==> src/hw/cpu_cfg_pkg.sv <==
package cpu_cfg_pkg;

    localparam int xlen      = 32;                 // Data and instruction width
    localparam int reg_idx_w = 5;

    typedef logic [xlen-1:0]      word_t;
    typedef logic [reg_idx_w-1:0] reg_idx_t;

    // One fetched instruction with its address
    typedef struct packed {
        word_t pc;
        word_t inst;
    } q_entry_t;

endpackage

==> src/hw/reg_file.sv <==
`timescale 1ns/1ps

module reg_file
    import cpu_cfg_pkg::*;
(
    input  logic     CLK,
    input  logic     RST,
    input  reg_idx_t rs1,
    input  reg_idx_t rs2,
    output word_t    rd1,
    output word_t    rd2,
    input  logic     we,
    input  reg_idx_t wr,
    input  word_t    wd
);

    word_t regs [32];

    always_ff @(posedge CLK) begin
        if (RST) begin
            for (int i = 0; i < 32; i++) begin
                regs[i] <= '0;
            end
        end else if (we && (wr != '0)) begin   // x0 is never written
            regs[wr] <= wd;
        end
    end

    assign rd1 = (rs1 == '0) ? '0 : regs[rs1];
    assign rd2 = (rs2 == '0) ? '0 : regs[rs2];

endmodule

==> config.mk <==
export PLATFORM = sky130hd
export DESIGN_NAME = reg_file
export DESIGN_NICKNAME = d
export VERILOG_FILES = /design/src/hw/cpu_cfg_pkg.sv /design/src/hw/reg_file.sv
export SDC_FILE = /design/constraint.sdc
export NUM_CORES = 2
export LEC_CHECK = 0
export BUFFER_PORTS_ARGS = -buffer_cell sky130_fd_sc_hd__buf_2
export CORE_ASPECT_RATIO = 0.5
export CORE_MARGIN = 3
export CORE_UTILIZATION = 25
export CTS_CLUSTER_DIAMETER = 30
export DETAILED_ROUTE_END_ITERATION = 8
export MAX_ROUTING_LAYER = met4
export PLACE_DENSITY = 0.45
export REMOVE_ABC_BUFFERS = 1
export SETUP_SLACK_MARGIN = 0.1
export SKIP_CTS_REPAIR_TIMING = 1
export SYNTH_ARGS = -nofsm -noshare
export SYNTH_HDL_FRONTEND = slang
export SYNTH_SLANG_ARGS = --single-unit
==> constraint.sdc <==
create_clock -name CLK -period 2.3 [get_ports CLK]
set_input_delay 0.115 -clock CLK [delete_from_list [all_inputs] [get_ports CLK]]
set_output_delay 0.115 -clock CLK [all_outputs]
set_load 0.01 [all_outputs]
==> results.json <==
{
  "layout_common_cells": "edfxtp_1, and2_1, mux4_2",
  "yosysWarnings": 0,
  "cp_num_buf_inv": 2,
  "synth-async-reset-ratio": 0,
  "p_sw_frac": 0.2462,
  "wl_per_cell_um": 30.13,
  "hold_path.class": "input pin to flop",
  "worstMarginPinSlew_ns": 0.8812,
  "end_kind": "output port",
  "antenna_found_initial": 26,
  "hold_viol": 0,
  "fmax_mhz": 325.0,
  "p_sw_uw": 15580,
  "nets": 3990,
  "setup_viol": 64,
  "via_per_inst": 5.043,
  "fp.dieW_um": 664.8,
  "final_core_util": 0.3350,
  "yosysSeqAreaShare": 0.5668,
  "top_regs": "regs: 1024 flops",
  "rsz0062_at_grt": "true",
  "layout_commonest_cell": "edfxtp_1",
  "grt_usage": 0.1930,
  "ys_seq_elements": 1024,
  "cts_buffer_depth": 3,
  "fp.dieH_um": 335.4,
  "clock-root-buffer": "clkbuf_16",
  "drcViolationCount": 0,
  "via_count": 35518,
  "synth_area_leaders": "edfxtp_1, mux4_2, and2_1",
  "largest_reg_flops": 1024,
  "cp.depth": 6,
  "critPathSlowestCell": "mux4_2",
  "crit_chain": "mux4_2 -> mux4_2 -> o22ai_2 -> buf_4 -> nor3_4 -> buf_2",
  "htree_levels": 4,
  "synth_edf_count": 1024,
  "num_rows": 120,
  "min_from": "wd[16]",
  "die_area_um2": 223000,
  "netlist_area_um2": 54250,
  "cp_top_family": "multiplexers",
  "timing.setup.tns_ns": -32.65,
  "cp_data_arrival_time_ns": 2.96,
  "grt_pass1_wl_um": 294300,
  "area_delta_synth_final_pct": 32.67,
  "gp_congestion": 0.8603,
  "path_clk_slew_ns": 0.05,
  "grt_pass1_vias": 36301,
  "drt_iter0_drc": 3952,
  "crit_end": "rd1[18]",
  "p_seq_frac": 0.351,
  "synth_area_leader_cell": "edfxtp_1",
  "internal_power_uw": 47700,
  "p_leak_uw": 0.02523,
  "status": "finished with violations",
  "cpPeakStageDelay_ns": 0.64,
  "p_per_area_nw_per_um2": 879.2,
  "stdcell_area_um2": 71980,
  "yosysTopAreaCellShare": 0.5668,
  "clock_sinks": 1024,
  "wirelength_um": 212200,
  "start_util": 0.2525,
  "ios": 114,
  "cts_buffers": 237,
  "violations": "negative setup slack",
  "maxCapViolCount": 0,
  "combinationalPowerShare": 0.113,
  "critical_path_required_ns": 2.18,
  "cts_tree": "done",
  "grt_max_degree": 62,
  "synthFlopType": "edfxtp_1",
  "slew_headroom": 0.4104,
  "slew_violations": 0,
  "gr-total-overflow": 0,
  "hold_slack_ns": 0.002599,
  "drt_first_pass_iters": 5,
  "critPathKind": "flop to output port",
  "core_area_um2": 214900,
  "ant_nets": 0,
  "ir_drop_mv": 0.6238,
  "avgSynthCellArea_um2": 15.49,
  "finalCritPeriodShare": 1.338,
  "fin_ws_ns": -0.7770,
  "critPathLaunchType": "flop",
  "finalCriticalPeriod_ns": 3.077,
  "startpoint": "regs[30][18]",
  "ys_types": 42,
  "synthCells": 3502,
  "pwr-share-clk": 0.537,
  "crit_path_frequent_cell": "mux4_2",
  "path_max_fanout": 2,
  "drive_gt1_frac": 0.4096,
  "largest-register": "regs",
  "dpl.hpwl_um": 138500,
  "io_buffer_count": 113,
  "dpl_cell_area_um2": 61260
}
## cells in the mapped netlist (11+ instances only)
cell       instances
a2111oi_0         14
a2111oi_1         41
a21oi_1           12
a22o_1            51
a22oi_1           16
and2_1           995
buf_1             11
buf_2             46
buf_4             38
buf_6             21
clkbuf_1         271
edfxtp_1        1024
mux2_2            30
mux2i_1          150
mux4_2           472
nor2_1            36
nor2b_1           14
nor3_1            54
o22ai_1          103
or2_2             33
## layer usage
metal | vias to the layer above | share of wire | GRT usage
li1 | 14651 | - | -
met1 | 19008 | 0.43 | 0.2557
met2 | 1556 | 0.47 | 0.3016
met3 | 303 | 0.074 | 0.03710
met4 | 0 | 0.021 | 0.05518
met5 | - | 0 | -
## kinds of logic after synthesis
group                  synth area share
AOI/OAI and AO/OA               0.03651
and+or+nand+nor                  0.1333
DFF                              0.5668
buffers and inverters           0.03351
muxes                            0.2298
other                        0.00006912
## worst min-delay path by stage
stage	end	slack, ns	cells after the start
floorplan	regs[0][0]	0.23	0
global placement	regs[0][20]	0.44	1
detailed placement	regs[0][20]	0.44	1
CTS	regs[0][20]	-0.45	1
global route	regs[31][20]	0.004	2
finish	regs[9][16]	0.003	2
## through the flow
step	power, uW	cells	setup slack [ns]
after global placement	28710	6533	-0.9028
after floorplan	24960	3146	-1.152
after detailed placement	28780	6533	-0.9169
final	63280	7043	-0.7770
after global routing	65010	7019	-0.8158
after CTS	62780	6980	-1.655
## power by group through the flow
stage / clock network [uW] / registers [uW] / logic [uW]
floorplan: 0 / 22200 / 2730
global placement: 0 / 22500 / 6260
detailed placement: 0 / 22500 / 6280
CTS: 34300 / 22200 / 6300
global route: 35300 / 22300 / 7400
finish: 34000 / 22200 / 7130
## area by class of cell
class	instances	area [um^2]
multi-input cells	2120	24170
repair buffers	555	5304
well taps	2867	3587
fillers	20447	142900
inverters	2	7.507
clock buffers	267	6171
flip-flops and latches	1024	30750
clock inverters	180	1917
diodes	28	70.07
No activity file was read; power rests on OpenSTA's default activity.
