==> src/hw/cpu_cfg_pkg.sv <==
package cpu_cfg_pkg;

    localparam int xlen      = 32;                 // Data and instruction width
    localparam int reg_idx_w = 5;

    typedef logic [xlen-1:0]      word_t;
    typedef logic [reg_idx_w-1:0] reg_idx_t;

    // One fetched instruction with its address
    typedef struct packed {
        word_t pc;
        word_t inst;
    } q_entry_t;

endpackage

==> src/hw/rv_isa_pkg.sv <==
package rv_isa_pkg;

    // Major opcodes of the supported subset
    typedef enum logic [6:0] {
        OP_R     = 7'b0110011,
        OP_IMM   = 7'b0010011,
        OP_LOAD  = 7'b0000011,
        OP_STORE = 7'b0100011
    } opcode_e;

    typedef enum logic [2:0] {
        F3_ADD_SUB = 3'b000,
        F3_SLL     = 3'b001,
        F3_SLT     = 3'b010,
        F3_SLTU    = 3'b011,
        F3_XOR     = 3'b100,
        F3_SRL_SRA = 3'b101,
        F3_OR      = 3'b110,
        F3_AND     = 3'b111
    } funct3_e;

    typedef enum logic [3:0] {
        ALU_ADD, ALU_SUB, ALU_SLL, ALU_SLT, ALU_SLTU,
        ALU_XOR, ALU_SRL, ALU_SRA, ALU_OR, ALU_AND,
        ALU_PASS                                   // Result is operand b
    } alu_op_e;

    // Instruction field positions
    localparam int OPC_LSB   = 0;
    localparam int OPC_MSB   = 6;
    localparam int RD_LSB    = 7;
    localparam int RD_MSB    = 11;
    localparam int F3_LSB    = 12;
    localparam int F3_MSB    = 14;
    localparam int RS1_LSB   = 15;
    localparam int RS1_MSB   = 19;
    localparam int RS2_LSB   = 20;
    localparam int RS2_MSB   = 24;
    localparam int F7_LSB    = 25;
    localparam int ALT_BIT   = 30;                 // SUB and SRA select
    localparam int IMM_I_LSB = 20;
    localparam int IMM_MSB   = 31;

    localparam logic [31:0] halt_word = 32'h0000_0000; // Ends a program

endpackage

==> src/hw/inst_q_if.sv <==
`timescale 1ns/1ps

interface inst_q_if import cpu_cfg_pkg::*; ();

    logic     push;
    q_entry_t push_entry;
    logic     full;
    logic     pop;
    q_entry_t pop_entry;                           // Head entry, valid while empty is low
    logic     empty;

    modport producer (output push, output push_entry, input full);

    modport queue (input push, input push_entry, input pop,
                   output full, output empty, output pop_entry);

    modport consumer (output pop, input empty, input pop_entry);

endinterface

==> src/hw/fetch_unit.sv <==
`timescale 1ns/1ps

module fetch_unit
    import rv_isa_pkg::*;
    import cpu_cfg_pkg::*;
#(
    parameter int IMEM_DEPTH = 64
) (
    input  logic       CLK,
    input  logic       RST,
    input  logic       run,
    input  logic       imem_we,
    input  word_t      imem_addr,                  // Byte address with the low two bits ignored
    input  word_t      imem_wdata,
    inst_q_if.producer q
);

    localparam int IW = $clog2(IMEM_DEPTH);

    word_t  imem [IMEM_DEPTH];
    word_t  pc;
    word_t  inst;
    logic   stopped;

    // Program load port
    always_ff @(posedge CLK) begin
        if (imem_we) begin
            imem[imem_addr[IW+1:2]] <= imem_wdata;
        end
    end

    assign inst = imem[pc[IW+1:2]];                // Combinational read

    assign q.push       = run && !q.full && !stopped;
    assign q.push_entry = '{pc: pc, inst: inst};

    always_ff @(posedge CLK) begin
        if (RST) begin
            pc      <= '0;
            stopped <= 1'b0;
        end else if (q.push) begin
            pc <= pc + 32'd4;
            if (inst == halt_word) begin
                stopped <= 1'b1;                   // Held until reset
            end
        end
    end

    // A program without a halt word runs off the end of memory
    a_pc_in_imem: assert property (@(posedge CLK) disable iff (RST)
        q.push |-> (pc < IMEM_DEPTH * 4));

endmodule

==> src/flat_wrapper.sv <==
// flat-port wrapper written by rule: the top's interface ports become plain ports
module fetch_unit_flat import rv_isa_pkg::*; import cpu_cfg_pkg::*;
#(
    parameter int IMEM_DEPTH = 64
)
  (CLK, RST, run, imem_we, imem_addr, imem_wdata, q_push, q_push_entry, q_full);
  inst_q_if q_i ();
  input  logic CLK;
  input  logic RST;
  input  logic run;
  input  logic imem_we;
  input  word_t imem_addr;
  input  word_t imem_wdata;
  output wire logic [$bits(q_i.push)-1:0] q_push;
  output wire logic [$bits(q_i.push_entry)-1:0] q_push_entry;
  input wire logic [$bits(q_i.full)-1:0] q_full;
  assign q_push = q_i.push;
  assign q_push_entry = q_i.push_entry;
  assign q_i.full = q_full;
  fetch_unit #(.IMEM_DEPTH(IMEM_DEPTH)) u_core (.CLK(CLK), .RST(RST), .run(run), .imem_we(imem_we), .imem_addr(imem_addr), .imem_wdata(imem_wdata), .q(q_i));
endmodule
==> config.mk <==
export PLATFORM = sky130hd
export DESIGN_NAME = fetch_unit_flat
export DESIGN_NICKNAME = d
export VERILOG_FILES = /design/src/hw/cpu_cfg_pkg.sv /design/src/hw/rv_isa_pkg.sv /design/src/hw/inst_q_if.sv /design/src/hw/fetch_unit.sv /design/src/flat_wrapper.sv
export SDC_FILE = /design/constraint.sdc
export NUM_CORES = 2
export LEC_CHECK = 0
export BUFFER_PORTS_ARGS = -buffer_cell sky130_fd_sc_hd__buf_2
export CAP_MARGIN = 20
export CORE_MARGIN = 5
export CORE_UTILIZATION = 40
export CTS_CLUSTER_SIZE = 20
export DETAILED_ROUTE_END_ITERATION = 6
export SLEW_MARGIN = 20
export SYNTH_ARGS = -nofsm -noshare
export SYNTH_HDL_FRONTEND = slang
export SYNTH_SLANG_ARGS = --single-unit
export TNS_END_PERCENT = 100
==> constraint.sdc <==
create_clock -name CLK -period 4.59 [get_ports CLK]
set_input_delay 0.2295 -clock CLK [delete_from_list [all_inputs] [get_ports CLK]]
set_output_delay 0.2295 -clock CLK [all_outputs]
set_load 0.005 [all_outputs]
==> metrics.txt <==
# TYPE chip_impl_metric gauge
chip_impl_metric{name="total_via_count_after_detailed_routing",unit=""} 42200
chip_impl_metric{name="netlist.area_leader.share",unit=""} 0.768
chip_impl_metric{name="grt_pass1_vias",unit=""} 41300
chip_impl_metric{name="postSynthRegisterBits",unit=""} 2085
chip_impl_metric{name="source_to_sink_clock_delay_at_the_later_pin_of_the_worst_skew_pair",unit="ns"} 0.85
chip_impl_metric{name="final-setup-viol-count",unit=""} 0
chip_impl_metric{name="num-nets-final",unit=""} 4215
chip_impl_metric{name="wl_per_cell",unit="um"} 34.8
chip_impl_metric{name="required_worst_endpoint",unit="ns"} 4.36
chip_impl_metric{name="setup-tns-final",unit="ns"} 0
chip_impl_info{name="outcome",value="finished, final reports clean"} 1
chip_impl_metric{name="vdd_drop_max",unit="mV"} 0.436
chip_impl_metric{name="post-dp-hpwl",unit="um"} 140000
chip_impl_metric{name="route.detailed.vias_per_inst",unit=""} 6.05
chip_impl_metric{name="power_per_cell_area",unit="nW/um2"} 430
chip_impl_metric{name="ys_warn_count",unit=""} 0
chip_impl_metric{name="drt_drc_violations_left",unit=""} 0
chip_impl_metric{name="final_clock_skew",unit="ns"} 0.0375
chip_impl_metric{name="num_io_pins",unit=""} 134
chip_impl_metric{name="timing.critical_path.arrival",unit="ns"} 4.26
chip_impl_metric{name="numCtsBuffers",unit=""} 205
chip_impl_metric{name="max-slew-margin-rel",unit=""} 0.264
chip_impl_metric{name="yosys.cell_types.count",unit=""} 68
chip_impl_metric{name="synth.avg_cell_area",unit="um2"} 21.2
chip_impl_metric{name="global_route_wire_length_before_repair",unit="um"} 335000
chip_impl_metric{name="cts_buffer_depth",unit=""} 3
chip_impl_metric{name="die_y",unit="um"} 457
chip_impl_metric{name="critPathMaxFanout",unit=""} 60
chip_impl_info{name="post-synth-top-area-cell",value="sky130_fd_sc_hd__edfxtp_1"} 1
chip_impl_metric{name="async_set_or_reset_register_ratio_after_synthesis",unit=""} 0
chip_impl_metric{name="r2r_slack",unit="ns"} 0.17
chip_impl_info{name="worstHoldPathType",value="in2reg"} 1
chip_impl_metric{name="placement_rows",unit=""} 164
chip_impl_metric{name="grt_util_all_layers",unit=""} 0.228
chip_impl_metric{name="ant_nets",unit=""} 0
chip_impl_metric{name="synthCells",unit=""} 3775
chip_impl_metric{name="clock_sink_count",unit=""} 2085
chip_impl_metric{name="timing.final.crit_share",unit=""} 0.978
chip_impl_metric{name="leakagePower",unit="nW"} 28.6
chip_impl_metric{name="wl",unit="um"} 243000
chip_impl_metric{name="timing.reg2reg.worst_path_depth",unit=""} 11
chip_impl_info{name="rsz0062_at_grt",value="no"} 1
chip_impl_metric{name="hold_violations",unit=""} 0
chip_impl_metric{name="syn2layout_area_growth",unit="%"} 16.0
chip_impl_metric{name="die_area",unit="um2"} 209000
chip_impl_metric{name="max_cap_viols",unit=""} 0
chip_impl_info{name="ys.flop_type",value="sky130_fd_sc_hd__edfxtp_1"} 1
chip_impl_metric{name="seq_area_frac_synth",unit=""} 0.778
chip_impl_metric{name="layout_min_cycle_time",unit="ns"} 4.49
chip_impl_metric{name="fmax",unit="MHz"} 223
chip_impl_metric{name="drt-pass1-iter-count",unit=""} 6
chip_impl_metric{name="clk_transition_reported_paths",unit="ns"} 0.06
chip_impl_metric{name="antenna_found_initial",unit=""} 27
chip_impl_info{name="path_class",value="reg2out"} 1
chip_impl_info{name="clk_root_buffer_cell",value="sky130_fd_sc_hd__clkbuf_16"} 1
chip_impl_info{name="worst_setup_path_end_kind",value="primary output"} 1
chip_impl_metric{name="finalWeightedCongestion",unit=""} 0.807
chip_impl_metric{name="grt_overflow",unit=""} 0
chip_impl_metric{name="synth_enable_flop_cells",unit=""} 2048
chip_impl_metric{name="buffer_ports.inserted",unit=""} 105
chip_impl_metric{name="synth.cell_area",unit="um2"} 80000
chip_impl_metric{name="share_of_layout_cells_above_drive_strength_1",unit=""} 0.271
chip_impl_metric{name="first_iter_violations",unit=""} 5666
chip_impl_info{name="cts_tree",value="yes"} 1
chip_impl_metric{name="grt_max_degree",unit=""} 65
chip_impl_metric{name="maximum_level_of_the_cts_h_tree",unit=""} 4
chip_impl_info{name="post_synth_main_area_contributors",value="sky130_fd_sc_hd__edfxtp_1 (77%), sky130_fd_sc_hd__mux4_2 (12%), sky130_fd_sc_hd__mux2i_1 (2.7%)"} 1
chip_impl_info{name="startpoint_type",value="register"} 1
chip_impl_metric{name="min_delay_path_depth",unit=""} 2
chip_impl_metric{name="fp.coreArea",unit="um2"} 199000
chip_impl_metric{name="maxSlewViolCount",unit=""} 0
chip_impl_metric{name="tightestPinTransition",unit="ns"} 1.10
chip_impl_metric{name="initial_utilization",unit=""} 0.401
chip_impl_metric{name="finalCoreUtilization",unit=""} 0.466
chip_impl_metric{name="fp.dieW",unit="um"} 457
## path summary, 6_finish.rpt
kind / startpoint / end
max: register / q_push_entry[25]
min: imem_wdata[1] / u_core.imem[15][1]
min reg2reg: u_core.pc[22] / u_core.pc[22]
max reg2reg: register / u_core.stopped
## cells in the mapped netlist (6+ instances only)
library cell	instances
sky130_fd_sc_hd__buf_1	23
sky130_fd_sc_hd__buf_4	23
sky130_fd_sc_hd__xor2_1	20
sky130_fd_sc_hd__nor4_1	8
sky130_fd_sc_hd__or4_1	8
sky130_fd_sc_hd__mux2i_1	215
sky130_fd_sc_hd__a22o_1	8
sky130_fd_sc_hd__and3_1	13
sky130_fd_sc_hd__o21ai_0	37
sky130_fd_sc_hd__a221oi_1	10
sky130_fd_sc_hd__nor2_1	129
sky130_fd_sc_hd__nand2_1	160
sky130_fd_sc_hd__nand3_1	42
sky130_fd_sc_hd__dfxtp_1	37
sky130_fd_sc_hd__nor3_1	18
sky130_fd_sc_hd__nand2b_1	13
sky130_fd_sc_hd__buf_2	66
sky130_fd_sc_hd__a21oi_1	49
sky130_fd_sc_hd__a31oi_1	8
sky130_fd_sc_hd__buf_6	10
sky130_fd_sc_hd__mux2_2	8
sky130_fd_sc_hd__xnor2_1	6
sky130_fd_sc_hd__mux4_2	436
sky130_fd_sc_hd__or3_1	8
sky130_fd_sc_hd__a211oi_1	10
sky130_fd_sc_hd__a22oi_1	60
sky130_fd_sc_hd__and2_1	10
sky130_fd_sc_hd__clkbuf_1	81
sky130_fd_sc_hd__nor2b_1	16
sky130_fd_sc_hd__nand4_1	15
sky130_fd_sc_hd__edfxtp_1	2048
sky130_fd_sc_hd__o221ai_1	38
sky130_fd_sc_hd__o22ai_1	65
## report_power, final
group | switching (W) | internal [W] | total (W)
registers | 0.0000442 | 0.0210 | 0.0211
clock network | 0.00725 | 0.00983 | 0.0171
logic | 0.00107 | 0.000713 | 0.00178
## cell families (layout without fill, tap and decap cells)
kind of cell             after synthesis  count (layout)  synth area share
AO/OA/AOI/OAI                        331             331            0.0288
XOR/XNOR                              26              26           0.00284
adder cells (fa/ha/maj)                1               1          0.000156
buffers and inverters                212             753            0.0134
flip-flops                          2085            2085             0.778
multiplexers                         659             659             0.151
other                                  1               7         0.0000468
AND/OR/NAND/NOR                      460             460            0.0265
## stage by stage
stage	area [um2]	power, W	hold WS [ns]	cells	setup slack [ns]
4_1_cts	92500	0.0401	0.0137	6947	0.0516
5_1_grt	92800	0.0411	0.0602	6973	0.00168
6_report	92900	0.0399	0.0774	6978	0.102
2_1_floorplan	80100	0.0225	0.328	3776	1.02
3_3_place_gp	85600	0.0232	0.483	6563	0.0374
3_5_place_dp	85600	0.0232	0.498	6563	0.127
## sequential cells by signal (all words and copies together), names as in the netlist, named ones only
signal	cells
u_core.stopped	1
u_core.imem	2048
u_core.pc	30
## cell usage in the layout (no fill, tap or decap), types with 36 or more instances in the layout
master	n
sky130_fd_sc_hd__mux2i_1	215
sky130_fd_sc_hd__nor2_1	65
sky130_fd_sc_hd__mux4_2	436
sky130_fd_sc_hd__nor2_4	62
sky130_fd_sc_hd__clkbuf_16	206
sky130_fd_sc_hd__buf_2	83
sky130_fd_sc_hd__o22ai_1	64
sky130_fd_sc_hd__edfxtp_1	2048
sky130_fd_sc_hd__o21ai_0	36
sky130_fd_sc_hd__a21oi_1	49
sky130_fd_sc_hd__a22oi_1	60
sky130_fd_sc_hd__o221ai_1	38
sky130_fd_sc_hd__buf_4	211
sky130_fd_sc_hd__clkbuf_1	50
sky130_fd_sc_hd__nand2_1	160
sky130_fd_sc_hd__clkinv_1	40
sky130_fd_sc_hd__nand3_1	42
sky130_fd_sc_hd__buf_12	44
## area by class of cell
cell class / count / area (um2)
clock buffers: 257 / 5360
repair buffers: 367 / 3170
fillers: 16500 / 107000
inverters: 7 / 28.8
multi-input cells: 1479 / 17300
well taps: 2656 / 3320
flip-flops and latches: 2085 / 62300
clock inverters: 122 / 1450
diodes: 5 / 12.5
## critical path, cell delays in order, from the launching register on
cell and delay [ns]:
sky130_fd_sc_hd__dfxtp_4 0.86, sky130_fd_sc_hd__buf_12 0.41, sky130_fd_sc_hd__nand2_1 0.28, sky130_fd_sc_hd__buf_4 0.27
sky130_fd_sc_hd__o221ai_1 0.17, sky130_fd_sc_hd__a21oi_1 0.07, sky130_fd_sc_hd__nor4_1 0.72, sky130_fd_sc_hd__or3_1 0.27
sky130_fd_sc_hd__buf_4 0.18, sky130_fd_sc_hd__buf_2 0.13
## layer usage
metal  share of wire  vias up  global-route usage
li1                -    16600                   -
met1            0.39    22900               0.316
met2            0.47     2346               0.360
met3           0.098      410              0.0517
met4           0.037        8              0.0773
met5         0.00022        -                   0
## timing repair
item                                   4_1_cts  5_1_grt
pin swaps                                    0        0
setup endpoints to repair                    1        1
setup buffers                                0        0
hold buffers                                 5       24
cloned                                       0        0
endpoints found under the hold margin       37     1232
gates resized for setup                      1        2
Power figures use the tool's default switching activity.
