## config.mk

```make
export PLATFORM = sky130hd
export DESIGN_NAME = inst_queue_flat
export DESIGN_NICKNAME = d
export VERILOG_FILES = /design/src/hw/cpu_cfg_pkg.sv /design/src/hw/inst_q_if.sv /design/src/hw/inst_queue.sv /design/src/flat_wrapper.sv
export SDC_FILE = /design/constraint.sdc
export NUM_CORES = 1
export LEC_CHECK = 0
export BUFFER_PORTS_ARGS = -buffer_cell sky130_fd_sc_hd__buf_4
export CORE_MARGIN = 4
export CORE_UTILIZATION = 57
export CTS_CLUSTER_DIAMETER = 60
export DETAILED_ROUTE_END_ITERATION = 8
export GPL_TIMING_DRIVEN = 0
export HOLD_SLACK_MARGIN = 0.05
export PLACE_DENSITY = 0.89
export SYNTH_ARGS = -nofsm -noshare
export SYNTH_HDL_FRONTEND = slang
export SYNTH_SLANG_ARGS = --single-unit
```

## constraint.sdc

```tcl
create_clock -name CLK -period 3.6 [get_ports CLK]
set_clock_uncertainty 0.05 [all_clocks]
set_input_delay 0.36 -clock CLK [delete_from_list [all_inputs] [get_ports CLK]]
set_output_delay 0.36 -clock CLK [all_outputs]
set_load 0.02 [all_outputs]
```

## src/hw/cpu_cfg_pkg.sv

```systemverilog
package cpu_cfg_pkg;

    localparam int xlen      = 32;                 // Data and instruction width
    localparam int reg_idx_w = 5;

    typedef logic [xlen-1:0]      word_t;
    typedef logic [reg_idx_w-1:0] reg_idx_t;

    // One fetched instruction with its address
    typedef struct packed {
        word_t pc;
        word_t inst;
    } q_entry_t;

endpackage

```

## src/hw/inst_q_if.sv

```systemverilog
`timescale 1ns/1ps

interface inst_q_if import cpu_cfg_pkg::*; ();

    logic     push;
    q_entry_t push_entry;
    logic     full;
    logic     pop;
    q_entry_t pop_entry;                           // Head entry, valid while empty is low
    logic     empty;

    modport producer (output push, output push_entry, input full);

    modport queue (input push, input push_entry, input pop,
                   output full, output empty, output pop_entry);

    modport consumer (output pop, input empty, input pop_entry);

endinterface

```

## src/hw/inst_queue.sv

```systemverilog
`timescale 1ns/1ps

module inst_queue
    import cpu_cfg_pkg::*;
#(
    parameter int QUEUE_DEPTH = 4                  // Power of two
) (
    input  logic    CLK,
    input  logic    RST,
    inst_q_if.queue q
);

    localparam int PW = $clog2(QUEUE_DEPTH);

    q_entry_t        buf_mem [QUEUE_DEPTH];
    logic [PW-1:0]   wptr;
    logic [PW-1:0]   rptr;
    logic [PW:0]     count;
    logic            do_push;
    logic            do_pop;

    assign q.full      = (count == QUEUE_DEPTH[PW:0]);
    assign q.empty     = (count == '0);
    assign q.pop_entry = buf_mem[rptr];

    assign do_push = q.push && !q.full;
    assign do_pop  = q.pop && !q.empty;

    always_ff @(posedge CLK) begin
        if (do_push) begin
            buf_mem[wptr] <= q.push_entry;
        end
    end

    // Pointers wrap on their own width
    always_ff @(posedge CLK) begin
        if (RST) begin
            wptr  <= '0;
            rptr  <= '0;
            count <= '0;
        end else begin
            if (do_push) wptr <= wptr + 1'b1;
            if (do_pop)  rptr <= rptr + 1'b1;
            count <= count + (do_push ? 1'b1 : 1'b0) - (do_pop ? 1'b1 : 1'b0);
        end
    end

    a_no_push_full: assert property (@(posedge CLK) disable iff (RST)
        q.push |-> !q.full);

    a_no_pop_empty: assert property (@(posedge CLK) disable iff (RST)
        q.pop |-> !q.empty);

endmodule

```

## src/flat_wrapper.sv

```systemverilog
// flat-port wrapper written by rule: the top's interface ports become plain ports
module inst_queue_flat import cpu_cfg_pkg::*;
#(
    parameter int QUEUE_DEPTH = 4                                 
)
  (CLK, RST, q_push, q_push_entry, q_pop, q_full, q_empty, q_pop_entry);
  inst_q_if q_i ();
  input  logic CLK;
  input  logic RST;
  input wire logic [$bits(q_i.push)-1:0] q_push;
  input wire logic [$bits(q_i.push_entry)-1:0] q_push_entry;
  input wire logic [$bits(q_i.pop)-1:0] q_pop;
  output wire logic [$bits(q_i.full)-1:0] q_full;
  output wire logic [$bits(q_i.empty)-1:0] q_empty;
  output wire logic [$bits(q_i.pop_entry)-1:0] q_pop_entry;
  assign q_i.push = q_push;
  assign q_i.push_entry = q_push_entry;
  assign q_i.pop = q_pop;
  assign q_full = q_i.full;
  assign q_empty = q_i.empty;
  assign q_pop_entry = q_i.pop_entry;
  inst_queue #(.QUEUE_DEPTH(QUEUE_DEPTH)) u_core (.CLK(CLK), .RST(RST), .q(q_i));
endmodule
```

==> reports/qor.csv, run 1 <==
metric,value,unit
grt_pass1_wl,29700,µm
grt_max_degree,40,
synth_seq_cells,265,
ios,134,
dr.first_iter.drc_count,296,
fmax,414,MHz
viasPerCell,5.60,
clock_sinks,265,
power_density,689,mW/mm²
max_slew_margin,0.661,
cts.root.buffer_cell,clkbuf_16,
syn_to_final_growth,28.8,%
max_slew.worst_pin.slew,0.507,ns
layout_common_cells,"edfxtp_1, buf_4, dlygate4sd3_1",
cp.required,3.19,ns
synth.yosys.seq_area_share,0.804,
first_pass_iters,4,
outcome,completed,
syn_nets,460,
drive_above_1_share,0.395,
rsz0062_at_grt,no,
cts_max_path_buffers,3,
synth_area_per_cell,25.4,µm²
yosys.cell_types.count,26,
met1_length,7290,µm
finalSetupTns,0,ns
maxCapViolCount,0,
die_x,139,µm
start_util,0.586,
num_rows,47,
die_y,139,µm
syn_inst,385,
routabilityCongestion,0.737,
criticalPathCategory,register to output pin,
cts_tree,yes,
synth-main-ff-cell,edfxtp_1,
worstSetupStartpointType,register,
postCtsSetupBuffers,0,
clock_latency,0.51,ns
max-vdd-ir-drop,0.532,mV
synth_area,0.00978,mm²
ctsHtreeMaxLevel,1,
hpwl,11100,µm
worstPathArrival,2.00,ns
cp_max_fo,10,
via_count,4772,
grt_antenna_before_repair,1,
worstSetupEndpointType,output pin,
fin_crit,2.41,ns
routed_wl,19100,µm
timing.final.max_slew_violations,0,
yosysWarnings,0,
drc,0,
dieArea,0.0193,mm²
rr_startpoint,u_core.count[1]$_SDFF_PP0_,
timing.final.crit_share,0.671,
grt_pass1_vias,5290,
dr.max_layer_used,met4,
hold_class,input pin to register,
finalPower,0.00868,W
wl_met2,10200,µm
async_flop_share,0,
numCtsBuffers,26,
setup-violations-final,0,
wl_met3,1120,µm
ant_nets,0,
routedWlPerCell,22.4,µm
grt_use_total,0.198,
port-buffer-count,132,
synth_edf_count,256,
hp-start,RST,
whs,0.194,ns
gr-total-overflow,0,
layout_commonest_cell,edfxtp_1,
hold_viol,0,
core,0.0167,mm²
nets,688,
clk_pin_slew,0.06,ns
leakagePower,4.35,nW
[through the flow]
| step | setup slack (ns) | utilization | instances | instance area [µm²] |
|---|---|---|---|---|
| 4_1_cts | 1.15 | 0.754 | 851 | 12600 |
| 2_1_floorplan | 0.785 | - | 385 | 9780 |
| 6_report | 1.19 | 0.754 | 852 | 12600 |
| 3_5_place_dp | 1.43 | 0.669 | 741 | 11200 |
| 3_3_place_gp | -0.288 | 0.662 | 737 | 11000 |
| 5_1_grt | 1.10 | 0.754 | 852 | 12600 |
[layout make-up]
| type | count | area [µm²] |
|---|---|---|
| Inverter | 8 | 30.0 |
| Multi-Input combinational cell | 97 | 1720 |
| Antenna cell | 1 | 2.50 |
| Timing Repair Buffer | 200 | 1740 |
| Sequential cell | 265 | 7870 |
| Tap cell | 220 | 275 |
| Buffer | 15 | 170 |
| Fill cell | 894 | 4100 |
| Clock buffer | 34 | 702 |
| Clock inverter | 12 | 85.1 |
[state kept, by name, summed over array words and instances (netlist names), named ones only]
signal          count
u_core.buf_mem    256
u_core.count        3
u_core.rptr         2
u_core.wptr         2
[Yosys cell counts, types with 2 or more instances]
cell type | n | area [µm²]
a21oi_1 | 2 | 10.0
nor2b_1 | 2 | 12.5
or3_1 | 2 | 12.5
nand2b_1 | 2 | 12.5
buf_12 | 6 | 120
mux4_2 | 60 | 1350
o21ai_0 | 2 | 10.0
mux4_1 | 4 | 105
nor2_1 | 4 | 15.0
ha_1 | 6 | 75.1
and2_1 | 4 | 25.0
xnor2_1 | 2 | 17.5
dfxtp_1 | 9 | 180
edfxtp_1 | 256 | 7690
buf_2 | 6 | 30.0
inv_1 | 8 | 30.0
[worst paths after layout]
kind	end	slack [ns]	cells after the start
worst min register to register	u_core.wptr[1]$_SDFFE_PP0P_	0.49	2
worst max-delay path	q_pop_entry[16]	1.19	4
worst max register to register	u_core.count[2]$_SDFF_PP0_	1.32	8
worst min-delay path	register	0.19	2
[report_power, final]
part,leakage [nW],internal (W),switching [W]
Clock,0.389,0.00144,0.00104
Combinational,1.54,0.00118,0.00122
Sequential,2.42,0.00371,0.0000918
Total,4.35,0.00632,0.00236
[routing by layer]
metal / global-route usage / vias to the layer above
met3: 0.0424 / 38
li1: - / 2090
met4: 0.0494 / 0
met2: 0.349 / 185
met1: 0.254 / 2459
met5: 0 / -
[worst max-delay path: stages, from the launching register on]
cell	delay, ns
dfxtp_1	0.31
clkbuf_2	0.27
buf_2	0.33
mux4_2	0.39
buf_4	0.18
[kinds of logic after synthesis]
group / after synthesis / share of synthesized area
DFF: 265 / 0.804
muxes: 65 / 0.150
buffers and inverters: 23 / 0.0205
and+or+nand+nor: 17 / 0.0101
adders and majority gates: 7 / 0.00972
AOI/OAI and AO/OA: 5 / 0.00281
xor gates and xnor gates: 3 / 0.00269
[timing repair]
action | in CTS | in global routing
hold buffers | 64 | 0
endpoints found under the hold margin | 256 | 0
resized for setup | 0 | 0
endpoints found under the setup margin | 0 | 0
Note: power is estimated with default switching activity, not from simulation.
==> inputs of run 2 (changes only) <==
--- a/config.mk
+++ b/config.mk
@@ -7,12 +7,12 @@
 export LEC_CHECK = 0
 export BUFFER_PORTS_ARGS = -buffer_cell sky130_fd_sc_hd__buf_4
 export CORE_MARGIN = 4
-export CORE_UTILIZATION = 57
+export CORE_UTILIZATION = 51
 export CTS_CLUSTER_DIAMETER = 60
 export DETAILED_ROUTE_END_ITERATION = 8
 export GPL_TIMING_DRIVEN = 0
 export HOLD_SLACK_MARGIN = 0.05
-export PLACE_DENSITY = 0.89
+export PLACE_DENSITY = 0.85
 export SYNTH_ARGS = -nofsm -noshare
 export SYNTH_HDL_FRONTEND = slang
 export SYNTH_SLANG_ARGS = --single-unit
==> constraint.sdc (replaced) <==
create_clock -name CLK -period 2.05 [get_ports CLK]
set_clock_uncertainty 0.05 [all_clocks]
set_input_delay 0.205 -clock CLK [delete_from_list [all_inputs] [get_ports CLK]]
set_output_delay 0.205 -clock CLK [all_outputs]
set_load 0.02 [all_outputs]
==> run 2 against run 1 <==
Compared with the run above:
- the run now ends with negative setup slack left
- largest cell class unchanged
- design area up 4.2%
- via count up 1.5%
- critical path type unchanged
- highest routed layer unchanged
- setup slack worse by 1.3 ns
==> reports/qor.csv, run 2 (synthesized netlist as in run 1, its figures left out) <==
metric,value,unit,change
hold_viol,0,,unchanged
cp.buffers_inverters,3,,unchanged
combPwrFrac,0.298,,+0.022
timing.final.ws_setup,-0.0998,ns,-1.28 ns
clkPwrFrac,0.293,,+0.007
layout_common_cells,"edfxtp_1, buf_4, dlygate4sd3_1",,
outcome,"complete, but fails checks",,
grt_use_total,0.186,,-0.0115
numCtsBuffers,27,,+3.8%
grt_pass1_wl,30800,µm,+3.6%
core,0.0188,mm²,+12%
ios,134,,unchanged
timing.final.crit_share,1.05,,
power.switching,0.00440,W,+87%
utilization,0.699,,-0.0551
clock_sinks,265,,unchanged
routabilityCongestion,0.732,,-0.65%
cts.root.buffer_cell,clkbuf_16,,
gr-total-overflow,0,,unchanged
maxCapViolCount,0,,unchanged
leakagePower,4.54,nW,+4.4%
routedWlPerCell,22.7,µm,+1.5%
grt_pass1_vias,5438,,+2.8%
clk_pin_slew,0.06,ns,about the same
cp.required,1.79,ns,-1.40 ns
whs,0.383,ns,+0.189 ns
cp_slowest_cell,mux4_2,,
dr.first_iter.drc_count,184,,-38%
drive_above_1_share,0.427,,+0.0329
num_rows,50,,+6.4%
hpwl,10700,µm,-3.0%
grt_max_degree,52,,+30%
cp_max_fo,11,,+1
ctsHtreeMaxLevel,1,,unchanged
grt_antenna_before_repair,0,,-1
die_x,146,µm,+5.4%
top_regs,"u_core.buf_mem: 256 flops, u_core.count: 3 flops",,
crit_top_cell,buf_12,,
layout_commonest_cell,edfxtp_1,,
diodes,0,,-1
first_pass_iters,4,,unchanged
timing.final.max_slew_violations,0,,unchanged
worstSetupStartpointType,register,,
routed_wl,20000,µm,+5.1%
worstPathArrival,1.89,ns,-0.11 ns
drc,0,,unchanged
rsz0062_at_grt,yes,,
violations,negative setup slack,,
top_register,u_core.buf_mem,,
switching_share,0.269,,-0.00278
cp_top_family,multiplexers,,
finalPower,0.0164,W,+89%
viasPerCell,5.49,,-2.0%
cts_tree,yes,,
dieArea,0.0215,mm²,+11%
ant_nets,0,,unchanged
die_y,146,µm,+5.4%
place_area,0.0112,mm²,about the same
hold_class,input pin to register,,
clock_latency,0.52,ns,about the same
seqPwrFrac,0.408,,-0.030
syn_to_final_growth,34.2,%,
max_slew.worst_pin.slew,0.462,ns,-0.0449 ns
port-buffer-count,132,,unchanged
fin_area,0.0131,mm²,+4.2%
power_density,1250,mW/mm²,+81%
start_util,0.521,,-0.0645
criticalPathCategory,register to output pin,,
cp_slowest_stage_delay,0.54,ns,+0.15 ns
worstSetupEndpointType,output pin,,
via_count,4843,,+1.5%
nets,703,,+2.2%
crit_chain,buf_12 > buf_12 > mux4_2 > buf_6,,
largest_reg_flops,256,,unchanged
max_slew_margin,0.692,,+0.0312
setup-violations-final,63,,+63
fmax,465,MHz,
p_int,0.0120,W,+89%
fin_crit,2.15,ns,
cts_max_path_buffers,3,,unchanged
max-vdd-ir-drop,0.976,mV,+83%
## run 2: worst register-to-register path: cells and delay by family (launching register included)
family          cells  cell delay [ns]
fa+ha+maj           3             0.90
flops               1             0.35
compound gates      1             0.26
xor+xnor            1             0.19
buf+inv             2             0.11
simple gates        1             0.07
## run 2: power by group through the flow
stage	clock network, W	logic, W	registers (W)
finish	0.00481	0.00489	0.00669
global route	0.00517	0.00515	0.00672
global placement	0	0.00398	0.00674
CTS	0.00490	0.00476	0.00668
floorplan	0	0.00261	0.00672
detailed placement	0	0.00413	0.00677
## run 2: final cells by class
type | instances | area [µm²]
multi-input combinational | 99 | 1770
clock inverter | 18 | 186
buffer | 15 | 200
fill | 1084 | 5640
timing repair buffer | 212 | 2080
tap | 234 | 293
sequential | 265 | 7880
inverter | 8 | 30.0
clock buffer | 31 | 691
## run 2: final timing paths
| check | slack (ns) | cells past startpoint | start | endpoint |
|---|---|---|---|---|
| worst min register to register | 0.49 | 2 | u_core.rptr[1]$_SDFFE_PP0P_ | u_core.rptr[1]$_SDFFE_PP0P_ |
| worst max register to register | -0.01 | 8 | u_core.count[0]$_SDFF_PP0_ | u_core.count[2]$_SDFF_PP0_ |
| worst max-delay path | -0.1 | 4 | register | q_pop_entry[40] |
| worst min-delay path | 0.38 | 2 | q_push_entry[31] | u_core.buf_mem[2][31]$_DFFE_PP_ |
## run 2: routing by layer
metal | vias up | part of all wire | global-route usage
met4 | 0 | 0.019 | 0.0428
met3 | 37 | 0.060 | 0.0357
met2 | 178 | 0.54 | 0.336
li1 | 2120 | - | -
met5 | - | 0 | 0
met1 | 2508 | 0.38 | 0.236
## run 2: metrics by stage
| stage | setup TNS, ns | setup slack [ns] | std cells |
|---|---|---|---|
| global route | -8.72 | -0.168 | 882 |
| CTS | -5.51 | -0.133 | 876 |
| finish | -3.92 | -0.0998 | 882 |
| global placement | -168.94 | -0.681 | 751 |
| detailed placement | -12.81 | -0.164 | 755 |
| floorplan | -19.33 | -0.0755 | 385 |
## run 2: repair_timing
item,4_1_cts,5_1_grt
endpoints found under the hold margin,262,0
pin swaps,4,2
gates cloned,2,1
setup buffers,2,5
setup endpoints to repair,236,236
gates resized for setup,79,10
hold buffers,68,0
